<file path="src/hw/exec_pkg.sv">
package exec_pkg;

    // ALU opcodes.
    localparam logic [3:0] ALU_ADD = 4'd0;
    localparam logic [3:0] ALU_SUB = 4'd1;
    localparam logic [3:0] ALU_AND = 4'd2;
    localparam logic [3:0] ALU_OR  = 4'd3;
    localparam logic [3:0] ALU_XOR = 4'd4;
    localparam logic [3:0] ALU_SLT = 4'd5;
    localparam logic [3:0] ALU_EQ  = 4'd6; // branch conditions return 0 or 1 in bit 0.
    localparam logic [3:0] ALU_NE  = 4'd7;
    localparam logic [3:0] ALU_LT  = 4'd8;
    localparam logic [3:0] ALU_GE  = 4'd9;

    // multiplier opcodes.
    localparam logic [3:0] MUL_NOP = 4'd0;
    localparam logic [3:0] MUL_LO  = 4'd1;
    localparam logic [3:0] MUL_HI  = 4'd2;

    // divider opcodes.
    localparam logic [3:0] DIV_NOP = 4'd0;
    localparam logic [3:0] DIV_DIV = 4'd1;
    localparam logic [3:0] DIV_REM = 4'd2;

    // shifter opcodes. SH_SR is arithmetic unless the unsigned flag is set.
    localparam logic [1:0] SH_NOP = 2'd0;
    localparam logic [1:0] SH_SLL = 2'd1;
    localparam logic [1:0] SH_SR  = 2'd2;

    // start value of the hold counter after a jump is taken.
    localparam logic [2:0] BRANCH_STALL = 3'd2;

endpackage

</file>
<file path="src/hw/alu.sv">
`timescale 1ns/1ps

module alu (
    input  logic [3:0]  alu_op_i,
    input  logic [31:0] a_i,
    input  logic [31:0] b_i,
    input  logic        unsigned_flag_i,
    output logic [31:0] result_o,
    output logic        unknown_op_o
);

    logic [31:0] sum;
    logic [31:0] diff;
    logic        lt;
    logic        eq;

    assign sum  = a_i + b_i;
    assign diff = a_i - b_i;
    assign eq   = (a_i == b_i);

    // one less-than serves slt, blt and bge alike.
    assign lt = unsigned_flag_i ? (a_i < b_i) : ($signed(a_i) < $signed(b_i));

    always_comb begin
        result_o     = '0;
        unknown_op_o = 1'b0;
        case (alu_op_i)
            exec_pkg::ALU_ADD: result_o = sum;
            exec_pkg::ALU_SUB: result_o = diff;
            exec_pkg::ALU_AND: result_o = a_i & b_i;
            exec_pkg::ALU_OR:  result_o = a_i | b_i;
            exec_pkg::ALU_XOR: result_o = a_i ^ b_i;
            exec_pkg::ALU_SLT: result_o = {31'd0, lt};
            exec_pkg::ALU_EQ:  result_o = {31'd0, eq};
            exec_pkg::ALU_NE:  result_o = {31'd0, !eq};
            exec_pkg::ALU_LT:  result_o = {31'd0, lt};
            exec_pkg::ALU_GE:  result_o = {31'd0, !lt};
            default: begin
                unknown_op_o = 1'b1; // result stays zero.
            end
        endcase
    end

endmodule

</file>
<file path="src/hw/mul.sv">
`timescale 1ns/1ps

module mul (
    input  logic [3:0]  mul_op_i,
    input  logic [31:0] a_i,
    input  logic [31:0] b_i,
    input  logic        unsigned_flag_i,
    output logic [31:0] result_o,
    output logic        unknown_op_o
);

    logic signed [32:0] a_ext;
    logic signed [32:0] b_ext;
    logic signed [65:0] prod;

    // a 33rd bit lets one signed multiplier cover both signedness modes.
    assign a_ext = {!unsigned_flag_i && a_i[31], a_i};
    assign b_ext = {!unsigned_flag_i && b_i[31], b_i};
    assign prod  = a_ext * b_ext;

    always_comb begin
        result_o     = '0;
        unknown_op_o = 1'b0;
        case (mul_op_i)
            exec_pkg::MUL_NOP: result_o = '0;
            exec_pkg::MUL_LO:  result_o = prod[31:0];
            exec_pkg::MUL_HI:  result_o = prod[63:32];
            default:           unknown_op_o = 1'b1;
        endcase
    end

endmodule

</file>
<file path="src/hw/div.sv">
`timescale 1ns/1ps

module div (
    input  logic        clk,
    input  logic        reset,
    input  logic        kick_i,
    input  logic        unsigned_flag_i,
    input  logic [31:0] dividend_i,
    input  logic [31:0] divider_i,
    output logic        ready_o,
    output logic        ready_pre_o,
    output logic [31:0] quotient_o,
    output logic [31:0] remainder_o
);

    logic [5:0]  count;
    logic [31:0] rem;
    logic [31:0] quo;
    logic [31:0] dvs;
    logic [32:0] trial;
    logic [32:0] diff;
    logic        a_neg;
    logic        b_neg;

    // operands are held stable by the caller for the whole division.
    assign a_neg = !unsigned_flag_i && dividend_i[31];
    assign b_neg = !unsigned_flag_i && divider_i[31];

    assign trial = {rem, quo[31]};
    assign diff  = trial - {1'b0, dvs}; // bit 32 set means the trial subtract failed.

    assign ready_o     = (count == 6'd0);
    assign ready_pre_o = (count <= 6'd1);

    // 32 step cycles followed by one cycle of sign fixing.
    always_ff @(posedge clk) begin
        if (reset) begin
            count <= '0;
        end else if (kick_i) begin
            count <= 6'd33;
        end else if (count != 6'd0) begin
            count <= count - 6'd1;
        end
    end

    always_ff @(posedge clk) begin
        if (kick_i) begin
            rem <= '0;
            quo <= a_neg ? -dividend_i : dividend_i;
            dvs <= b_neg ? -divider_i : divider_i;
        end else if (count > 6'd1) begin
            if (!diff[32]) begin
                rem <= diff[31:0];
                quo <= {quo[30:0], 1'b1};
            end else begin
                rem <= trial[31:0];
                quo <= {quo[30:0], 1'b0};
            end
        end else if (count == 6'd1) begin
            if (divider_i == '0) begin
                quotient_o  <= '1;
                remainder_o <= dividend_i;
            end else begin
                // the most negative number over minus one wraps back to the dividend here.
                quotient_o  <= (a_neg ^ b_neg) ? -quo : quo;
                remainder_o <= a_neg ? -rem : rem; // remainder takes the dividend's sign.
            end
        end
    end

endmodule

</file>
<file path="src/hw/shift.sv">
`timescale 1ns/1ps

module shift (
    input  logic        clk,
    input  logic        reset,
    input  logic        kick_i,
    input  logic        unsigned_flag_i,
    input  logic        lshift_i,
    input  logic [31:0] a_i,
    input  logic [31:0] b_i,
    output logic        ready_o,
    output logic        ready_pre_o,
    output logic [31:0] q_o
);

    logic [4:0] count;
    logic       fill;

    assign ready_o     = (count == 5'd0);
    assign ready_pre_o = (count <= 5'd1);
    assign fill        = !unsigned_flag_i && q_o[31]; // sign bit for arithmetic right shifts.

    // only the low five bits of the amount count, as in RV32.
    always_ff @(posedge clk) begin
        if (reset) begin
            count <= '0;
        end else if (kick_i) begin
            count <= b_i[4:0];
        end else if (count != 5'd0) begin
            count <= count - 5'd1;
        end
    end

    always_ff @(posedge clk) begin
        if (kick_i) begin
            q_o <= a_i;
        end else if (count != 5'd0) begin
            if (lshift_i) begin
                q_o <= {q_o[30:0], 1'b0};
            end else begin
                q_o <= {fill, q_o[31:1]};
            end
        end
    end

endmodule

</file>
<file path="src/hw/executer.sv">
`timescale 1ns/1ps

module executer (
    input  logic        clk,
    input  logic        reset,
    input  logic        run_i,
    input  logic        stall_i,
    input  logic [3:0]  alu_op_i,
    input  logic [3:0]  mul_op_i,
    input  logic [3:0]  div_op_i,
    input  logic [1:0]  shift_op_i,
    input  logic [31:0] alu_a_i,
    input  logic [31:0] alu_b_i,
    input  logic [31:0] pc_i,
    input  logic [31:0] imm_value_i,
    input  logic        branch_en_i,
    input  logic        jal_en_i,
    input  logic        jalr_en_i,
    input  logic        unsigned_flag_i,
    output logic [31:0] alu_result_o,
    output logic        alu_unknown_op_o,
    output logic [31:0] addr_out_o,
    output logic        addr_out_en_o,
    output logic        div_ready_pre_o,
    output logic        shift_ready_pre_o,
    output logic        run_o,
    input  logic        mem_to_reg_i,
    output logic        mem_to_reg_o,
    input  logic [1:0]  bytes_i,
    output logic [1:0]  bytes_o,
    input  logic [4:0]  wdata_src_i,
    output logic [4:0]  wdata_src_o,
    input  logic [31:0] wdata_i,
    output logic [31:0] wdata_o,
    input  logic        we_i,
    output logic        we_o,
    input  logic        re_i,
    output logic        re_o,
    input  logic [4:0]  rd_i,
    output logic [4:0]  rd_o,
    input  logic        reg_we_i,
    output logic        reg_we_o,
    output logic        unsigned_flag_o
);

    localparam logic [1:0] ST_IDLE  = 2'd0;
    localparam logic [1:0] ST_JUMP  = 2'd1;
    localparam logic [1:0] ST_DIV   = 2'd2;
    localparam logic [1:0] ST_SHIFT = 2'd3;

    logic [31:0] alu_r;
    logic [31:0] mul_r;
    logic        alu_unk;
    logic        mul_unk;
    logic [31:0] jump_target;
    logic        jump_en;
    logic        div_kick;
    logic        div_ready;
    logic [31:0] div_quotient;
    logic [31:0] div_remainder;
    logic        shift_kick;
    logic        shift_ready;
    logic        shift_pre;
    logic [31:0] shift_q;
    logic [31:0] opnd_a;
    logic [31:0] opnd_b;
    logic        opnd_unsigned;
    logic        opnd_lshift;
    logic [3:0]  div_op_q;
    logic [1:0]  state;
    logic [2:0]  hold_cnt;
    logic        shift_zero;
    logic        accept;
    logic        div_done;
    logic        shift_done;
    logic        div_valid;

    assign accept     = (state == ST_IDLE) && run_i && !stall_i;
    assign div_done   = (state == ST_DIV) && !div_kick && div_ready;
    assign shift_done = (state == ST_SHIFT) && !shift_kick && shift_ready;
    assign div_valid  = (div_op_q == exec_pkg::DIV_DIV) || (div_op_q == exec_pkg::DIV_REM);

    // jalr takes the ALU sum, the others take pc plus the immediate.
    assign jump_target = jalr_en_i ? {alu_r[31:1], 1'b0} : pc_i + imm_value_i;
    assign jump_en     = jal_en_i || jalr_en_i || (branch_en_i && alu_r[0]);

    assign shift_ready_pre_o = shift_pre || shift_zero;

    always_ff @(posedge clk) begin
        if (reset) begin
            state            <= ST_IDLE;
            hold_cnt         <= '0;
            run_o            <= 1'b0;
            reg_we_o         <= 1'b0;
            we_o             <= 1'b0;
            re_o             <= 1'b0;
            mem_to_reg_o     <= 1'b0;
            addr_out_en_o    <= 1'b0;
            alu_unknown_op_o <= 1'b0;
            div_kick         <= 1'b0;
            shift_kick       <= 1'b0;
            shift_zero       <= 1'b0;
        end else begin
            run_o      <= run_i;
            div_kick   <= 1'b0; // kicks are single-cycle pulses.
            shift_kick <= 1'b0;
            shift_zero <= 1'b0;
            case (state)
                ST_IDLE: begin
                    if (accept) begin
                        reg_we_o      <= reg_we_i;
                        we_o          <= we_i;
                        re_o          <= re_i;
                        mem_to_reg_o  <= mem_to_reg_i;
                        addr_out_en_o <= jump_en;
                        if (shift_op_i != exec_pkg::SH_NOP) begin
                            alu_unknown_op_o <= 1'b0;
                            if (alu_b_i == '0) begin
                                shift_zero <= 1'b1;
                            end else begin
                                shift_kick <= 1'b1;
                                reg_we_o   <= 1'b0;
                                state      <= ST_SHIFT;
                            end
                        end else if (div_op_i != exec_pkg::DIV_NOP) begin
                            div_kick <= 1'b1;
                            reg_we_o <= 1'b0;
                            state    <= ST_DIV;
                        end else if (mul_op_i != exec_pkg::MUL_NOP) begin
                            alu_unknown_op_o <= mul_unk;
                        end else begin
                            alu_unknown_op_o <= alu_unk;
                        end
                        if (jump_en) begin
                            state    <= ST_JUMP;
                            hold_cnt <= exec_pkg::BRANCH_STALL;
                        end
                    end
                end
                ST_JUMP: begin
                    addr_out_en_o <= 1'b0;
                    if (hold_cnt == 3'd0) begin
                        state <= ST_IDLE;
                    end else begin
                        hold_cnt <= hold_cnt - 3'd1;
                    end
                end
                ST_DIV: begin
                    if (div_done) begin
                        reg_we_o         <= div_valid; // an undefined op never writes.
                        alu_unknown_op_o <= !div_valid;
                        state            <= ST_IDLE;
                    end
                end
                default: begin
                    if (shift_done) begin
                        reg_we_o <= 1'b1;
                        state    <= ST_IDLE;
                    end
                end
            endcase
        end
    end

    // results, targets and pass-through payload.
    always_ff @(posedge clk) begin
        if (accept) begin
            bytes_o         <= bytes_i;
            wdata_src_o     <= wdata_src_i;
            wdata_o         <= wdata_i;
            rd_o            <= rd_i;
            unsigned_flag_o <= unsigned_flag_i;
            addr_out_o      <= jump_target;
            opnd_a          <= alu_a_i;
            opnd_b          <= alu_b_i;
            opnd_unsigned   <= unsigned_flag_i;
            opnd_lshift     <= (shift_op_i == exec_pkg::SH_SLL);
            div_op_q        <= div_op_i;
            if (shift_op_i != exec_pkg::SH_NOP) begin
                if (alu_b_i == '0) begin
                    alu_result_o <= alu_a_i;
                end
            end else if (div_op_i == exec_pkg::DIV_NOP) begin
                alu_result_o <= (mul_op_i != exec_pkg::MUL_NOP) ? mul_r : alu_r;
            end
        end else if (div_done) begin
            if (div_op_q == exec_pkg::DIV_DIV) begin
                alu_result_o <= div_quotient;
            end else if (div_op_q == exec_pkg::DIV_REM) begin
                alu_result_o <= div_remainder;
            end
        end else if (shift_done) begin
            alu_result_o <= shift_q;
        end
    end

    alu u_alu (
        .alu_op_i        (alu_op_i),
        .a_i             (alu_a_i),
        .b_i             (alu_b_i),
        .unsigned_flag_i (unsigned_flag_i),
        .result_o        (alu_r),
        .unknown_op_o    (alu_unk)
    );

    mul u_mul (
        .mul_op_i        (mul_op_i),
        .a_i             (alu_a_i),
        .b_i             (alu_b_i),
        .unsigned_flag_i (unsigned_flag_i),
        .result_o        (mul_r),
        .unknown_op_o    (mul_unk)
    );

    div u_div (
        .clk             (clk),
        .reset           (reset),
        .kick_i          (div_kick),
        .unsigned_flag_i (opnd_unsigned),
        .dividend_i      (opnd_a),
        .divider_i       (opnd_b),
        .ready_o         (div_ready),
        .ready_pre_o     (div_ready_pre_o),
        .quotient_o      (div_quotient),
        .remainder_o     (div_remainder)
    );

    shift u_shift (
        .clk             (clk),
        .reset           (reset),
        .kick_i          (shift_kick),
        .unsigned_flag_i (opnd_unsigned),
        .lshift_i        (opnd_lshift),
        .a_i             (opnd_a),
        .b_i             (opnd_b),
        .ready_o         (shift_ready),
        .ready_pre_o     (shift_pre),
        .q_o             (shift_q)
    );

endmodule

</file>
<file path="config.mk">
export PLATFORM = sky130hd
export DESIGN_NAME = executer
export DESIGN_NICKNAME = d
export VERILOG_FILES = /design/src/hw/exec_pkg.sv /design/src/hw/alu.sv /design/src/hw/mul.sv /design/src/hw/div.sv /design/src/hw/shift.sv /design/src/hw/executer.sv
export SDC_FILE = /design/constraint.sdc
export NUM_CORES = 2
export LEC_CHECK = 0
export BUFFER_PORTS_ARGS = -buffer_cell sky130_fd_sc_hd__buf_4
export CAP_MARGIN = 20
export CORE_ASPECT_RATIO = 0.75
export CORE_MARGIN = 3
export CORE_UTILIZATION = 45
export CTS_BUF_LIST = sky130_fd_sc_hd__clkbuf_4 sky130_fd_sc_hd__clkbuf_8 sky130_fd_sc_hd__clkbuf_16
export CTS_CLUSTER_SIZE = 28
export DETAILED_ROUTE_END_ITERATION = 10
export PLACE_DENSITY_LB_ADDON = 0.25
export SETUP_SLACK_MARGIN = 0.2
export SLEW_MARGIN = 30
export SYNTH_ARGS = -nofsm -noshare
export SYNTH_HDL_FRONTEND = slang
export SYNTH_SLANG_ARGS = --single-unit
</file>
<file path="constraint.sdc">
create_clock -name clk -period 17.4 [get_ports clk]
set_input_delay 0.87 -clock clk [delete_from_list [all_inputs] [get_ports clk]]
set_output_delay 0.87 -clock clk [all_outputs]
set_load 0.1 [all_outputs]
</file>
==> flow_metrics.env <==
export IMPL_die_area_sq_um=146000
export IMPL_cts_tree="built"
export IMPL_io_pins=316
export IMPL_die_y_um=332
export IMPL_gp_congestion=1.04
export IMPL_reg2reg_depth=14
export IMPL_ys_dominant_reg_cell="edfxtp_1"
export IMPL_antenna_found_initial=15
export IMPL_drive_above_1_share_pct=7.25
export IMPL_cp_arrival_ps=10340
export IMPL_finalMaxSlewViolations=0
export IMPL_hold_buffers=0
export IMPL_antenna_left=0
export IMPL_synth_area_sq_um=63800
export IMPL_drv_cap=0
export IMPL_status="completed"
export IMPL_hp_start="wdata_i[13]"
export IMPL_gr_total_overflow=0
export IMPL_routed_wl_mm=254
export IMPL_port_buffers=315
export IMPL_clock_path_buffers=3
export IMPL_ys_async_sr_fraction_pct=0
export IMPL_min_period_over_period_pct=57.4
export IMPL_dp_hpwl_mm=197
export IMPL_cts_root_buffer="clkbuf_16"
export IMPL_min_delay_path_depth=1
export IMPL_grtUsageTotal_pct=34.7
export IMPL_critical_path_slowest_cell="nor4b_1"
export IMPL_syn_avg_cell_area_sq_um=9.02
export IMPL_max_slew_margin_pct=23.3
export IMPL_worstPathMaxFanout=32
export IMPL_fin_skew_ps=30.2
export IMPL_clk_latency_ps=620
export IMPL_fp_dieW_um=441
export IMPL_fin_setup_tns_ps=0
export IMPL_design_area_sq_um=69100
export IMPL_grt_max_degree=97
export IMPL_critPathKind="in2reg"
export IMPL_core_sq_um=139000
export IMPL_r2r_setup_slack_ps=13230
export IMPL_setup_viol=0
export IMPL_yosysTopAreaCell="fa_1"
export IMPL_area_growth_synth_to_final_pct=8.31
export IMPL_post_cts_buffers=0
export IMPL_fin_crit_ps=9980
export IMPL_syn_num_nets=8790
export IMPL_cp_common_cell="fa_1"
export IMPL_max_freq_mhz=100
export IMPL_grt_pass1_vias=53700
export IMPL_row_count=118
export IMPL_worst_ep_required_time_ps=17760
export IMPL_synth_distinct_cells=84
export IMPL_ys_warn_count=0
export IMPL_hold_violations=0
export IMPL_clkTransAtPathRegs_ps=70
export IMPL_cp_start_kind="input port"
export IMPL_vias=53200
export IMPL_ys_top_cells_by_area="fa_1, edfxtp_1, inv_1"
export IMPL_grt_pass1_wl_mm=370
export IMPL_viasPerCell=5.89
export IMPL_min_path_type="in2reg"
export IMPL_r2r_end="u_div.rem[27]$_SDFFE_PP0P_"
export IMPL_htreeDepth=2
export IMPL_ys_ff_latch=396
export IMPL_holdPathEnd="wdata_o[13]$_DFFE_PP_"
export IMPL_nets=8852
export IMPL_drtIter0Drc=6162
export IMPL_synthCells=7077
export IMPL_drc=0
export IMPL_synth_top_cell_area_share_pct=35.4
export IMPL_place_area_sq_um=67700
export IMPL_synth_edf_count=338
export IMPL_tightest_slew_ps=1140
export IMPL_yosysSeqAreaShare_pct=17.7
export IMPL_start_util_pct=45.8
export IMPL_cts_repair_resized=0
export IMPL_worstSetupEndpointType="flop"
export IMPL_r2r_start="u_div.quo[31]$_DFFE_PP_"
export IMPL_max_stage_delay_ps=680
export IMPL_clkSinkCount=396
export IMPL_cts_buffers=42
export IMPL_drt_first_pass_iters=6
export IMPL_wl_per_cell_um=28.1
export IMPL_rsz0062_at_grt="false"
export IMPL_cp_startpoint="alu_a_i[31]"
==> cells in the mapped netlist, types with 14 or more instances <==
cell type	instances
inv_1	1292
fa_1	1129
nand2_1	923
nor2_1	694
ha_1	386
a21oi_1	359
edfxtp_1	338
clkbuf_1	294
o21ai_0	176
xnor2_1	149
xor2_1	120
mux2i_1	101
nor3_1	96
o21ai_1	78
a21o_1	72
a211oi_1	71
buf_1	60
dfxtp_1	58
nand3_1	48
nand2b_1	47
a31oi_1	43
nor4_1	41
nor2b_1	34
o211ai_1	34
o21bai_1	32
nand4_1	29
o31ai_1	27
o21a_1	23
o41ai_1	21
or3_1	20
a221oi_1	16
clkinv_1	16
and2_1	15
a22oi_1	14
==> through the flow <==
step | hold slack, ps | util (%) | std cells | setup slack (ps)
after floorplan | 440 | - | 7077 | 7510
after global placement | 444 | 48.5 | 8954 | 6920
after detailed placement | 451 | 48.6 | 8955 | 6770
after CTS | 421 | 49.6 | 9033 | 7340
after global routing | 426 | 49.6 | 9034 | 7070
final | 449 | 49.6 | 9040 | 7420
==> worst max-delay path: cells and delay by family <==
| kind | cells | cell delay, ps |
|---|---|---|
| compound gates | 6 | 1520 |
| xor+xnor | 1 | 160 |
| fa+ha+maj | 9 | 4450 |
| simple gates | 5 | 1970 |
| buf+inv | 8 | 1310 |
==> state kept, by name, summed over array words and instances, names as in the netlist, 2 cells and up <==
register / count
addr_out_o: 32
alu_result_o: 32
bytes_o: 2
div_op_q: 4
hold_cnt: 3
opnd_a: 32
opnd_b: 32
rd_o: 5
state: 2
u_div.count: 6
u_div.dvs: 32
u_div.quo: 32
u_div.quotient_o: 32
u_div.rem: 32
u_div.remainder_o: 32
u_shift.count: 5
u_shift.q_o: 32
wdata_o: 32
wdata_src_o: 5
==> how the worst max path moves through the flow <==
stage                                 endpoint  slack [ps]  cells after the start
global route        alu_result_o[30]$_DFFE_PP_        7070                     29
finish              alu_result_o[25]$_DFFE_PP_        7420                     29
floorplan            alu_result_o[0]$_DFFE_PP_        7510                      7
CTS                 alu_result_o[30]$_DFFE_PP_        7340                     29
detailed placement  alu_result_o[30]$_DFFE_PP_        6770                     29
global placement    alu_result_o[25]$_DFFE_PP_        6920                     29
==> layout make-up <==
type                    instances  area [sq um]
well taps                    1860          2330
flip-flops and latches        396         11300
fillers                     13300         70300
repair buffers                389          2920
inverters                    1316          4950
clock inverters                24           235
diodes                          7          17.5
clock buffers                  54          1150
multi-input cells            4994         46200
==> cell usage in the layout (no fill, tap or decap), types with 42 or more instances in the layout <==
cell type | Yosys | routed
nand2_1 | 923 | 922
xnor2_1 | 149 | 148
nand2b_1 | 47 | 47
buf_4 | 6 | 387
nand3_1 | 48 | 48
clkbuf_16 | 0 | 42
inv_1 | 1292 | 1281
nor3_1 | 96 | 94
edfxtp_1 | 338 | 338
a21oi_1 | 359 | 359
a31oi_1 | 43 | 43
fa_1 | 1129 | 1129
a211oi_1 | 71 | 70
o21ai_1 | 78 | 79
xor2_1 | 120 | 120
ha_1 | 386 | 386
a21o_1 | 72 | 72
dfxtp_1 | 58 | 56
nor2_1 | 694 | 689
mux2i_1 | 101 | 101
o21ai_0 | 176 | 174
==> layer usage <==
metal | GRT usage [%] | vias up | routed length [um]
met2 | 48.6 | 3163 | 103000
met4 | 13.7 | 8 | 12400
met1 | 49.4 | 27000 | 105000
met5 | 0 | - | 50
met3 | 11.4 | 479 | 33500
li1 | - | 22600 | -
==> cell families (layout without fill, tap and decap cells) <==
| family | Yosys count | in the layout | synth area share [%] |
|---|---|---|---|
| AOI/OAI and AO/OA | 1092 | 1092 | 10.7 |
| xor gates and xnor gates | 269 | 269 | 3.69 |
| adders and majority gates | 1515 | 1515 | 43.0 |
| buffers and inverters | 1687 | 1783 | 10.0 |
| DFF | 396 | 396 | 17.7 |
| muxes | 104 | 104 | 1.64 |
| other | 0 | 7 | 0 |
| and+or+nand+nor | 2014 | 2014 | 13.2 |
Power is left out: the tool's default activity adds up to more than one toggle a clock period on the data nets, which glitch-free logic cannot reach.
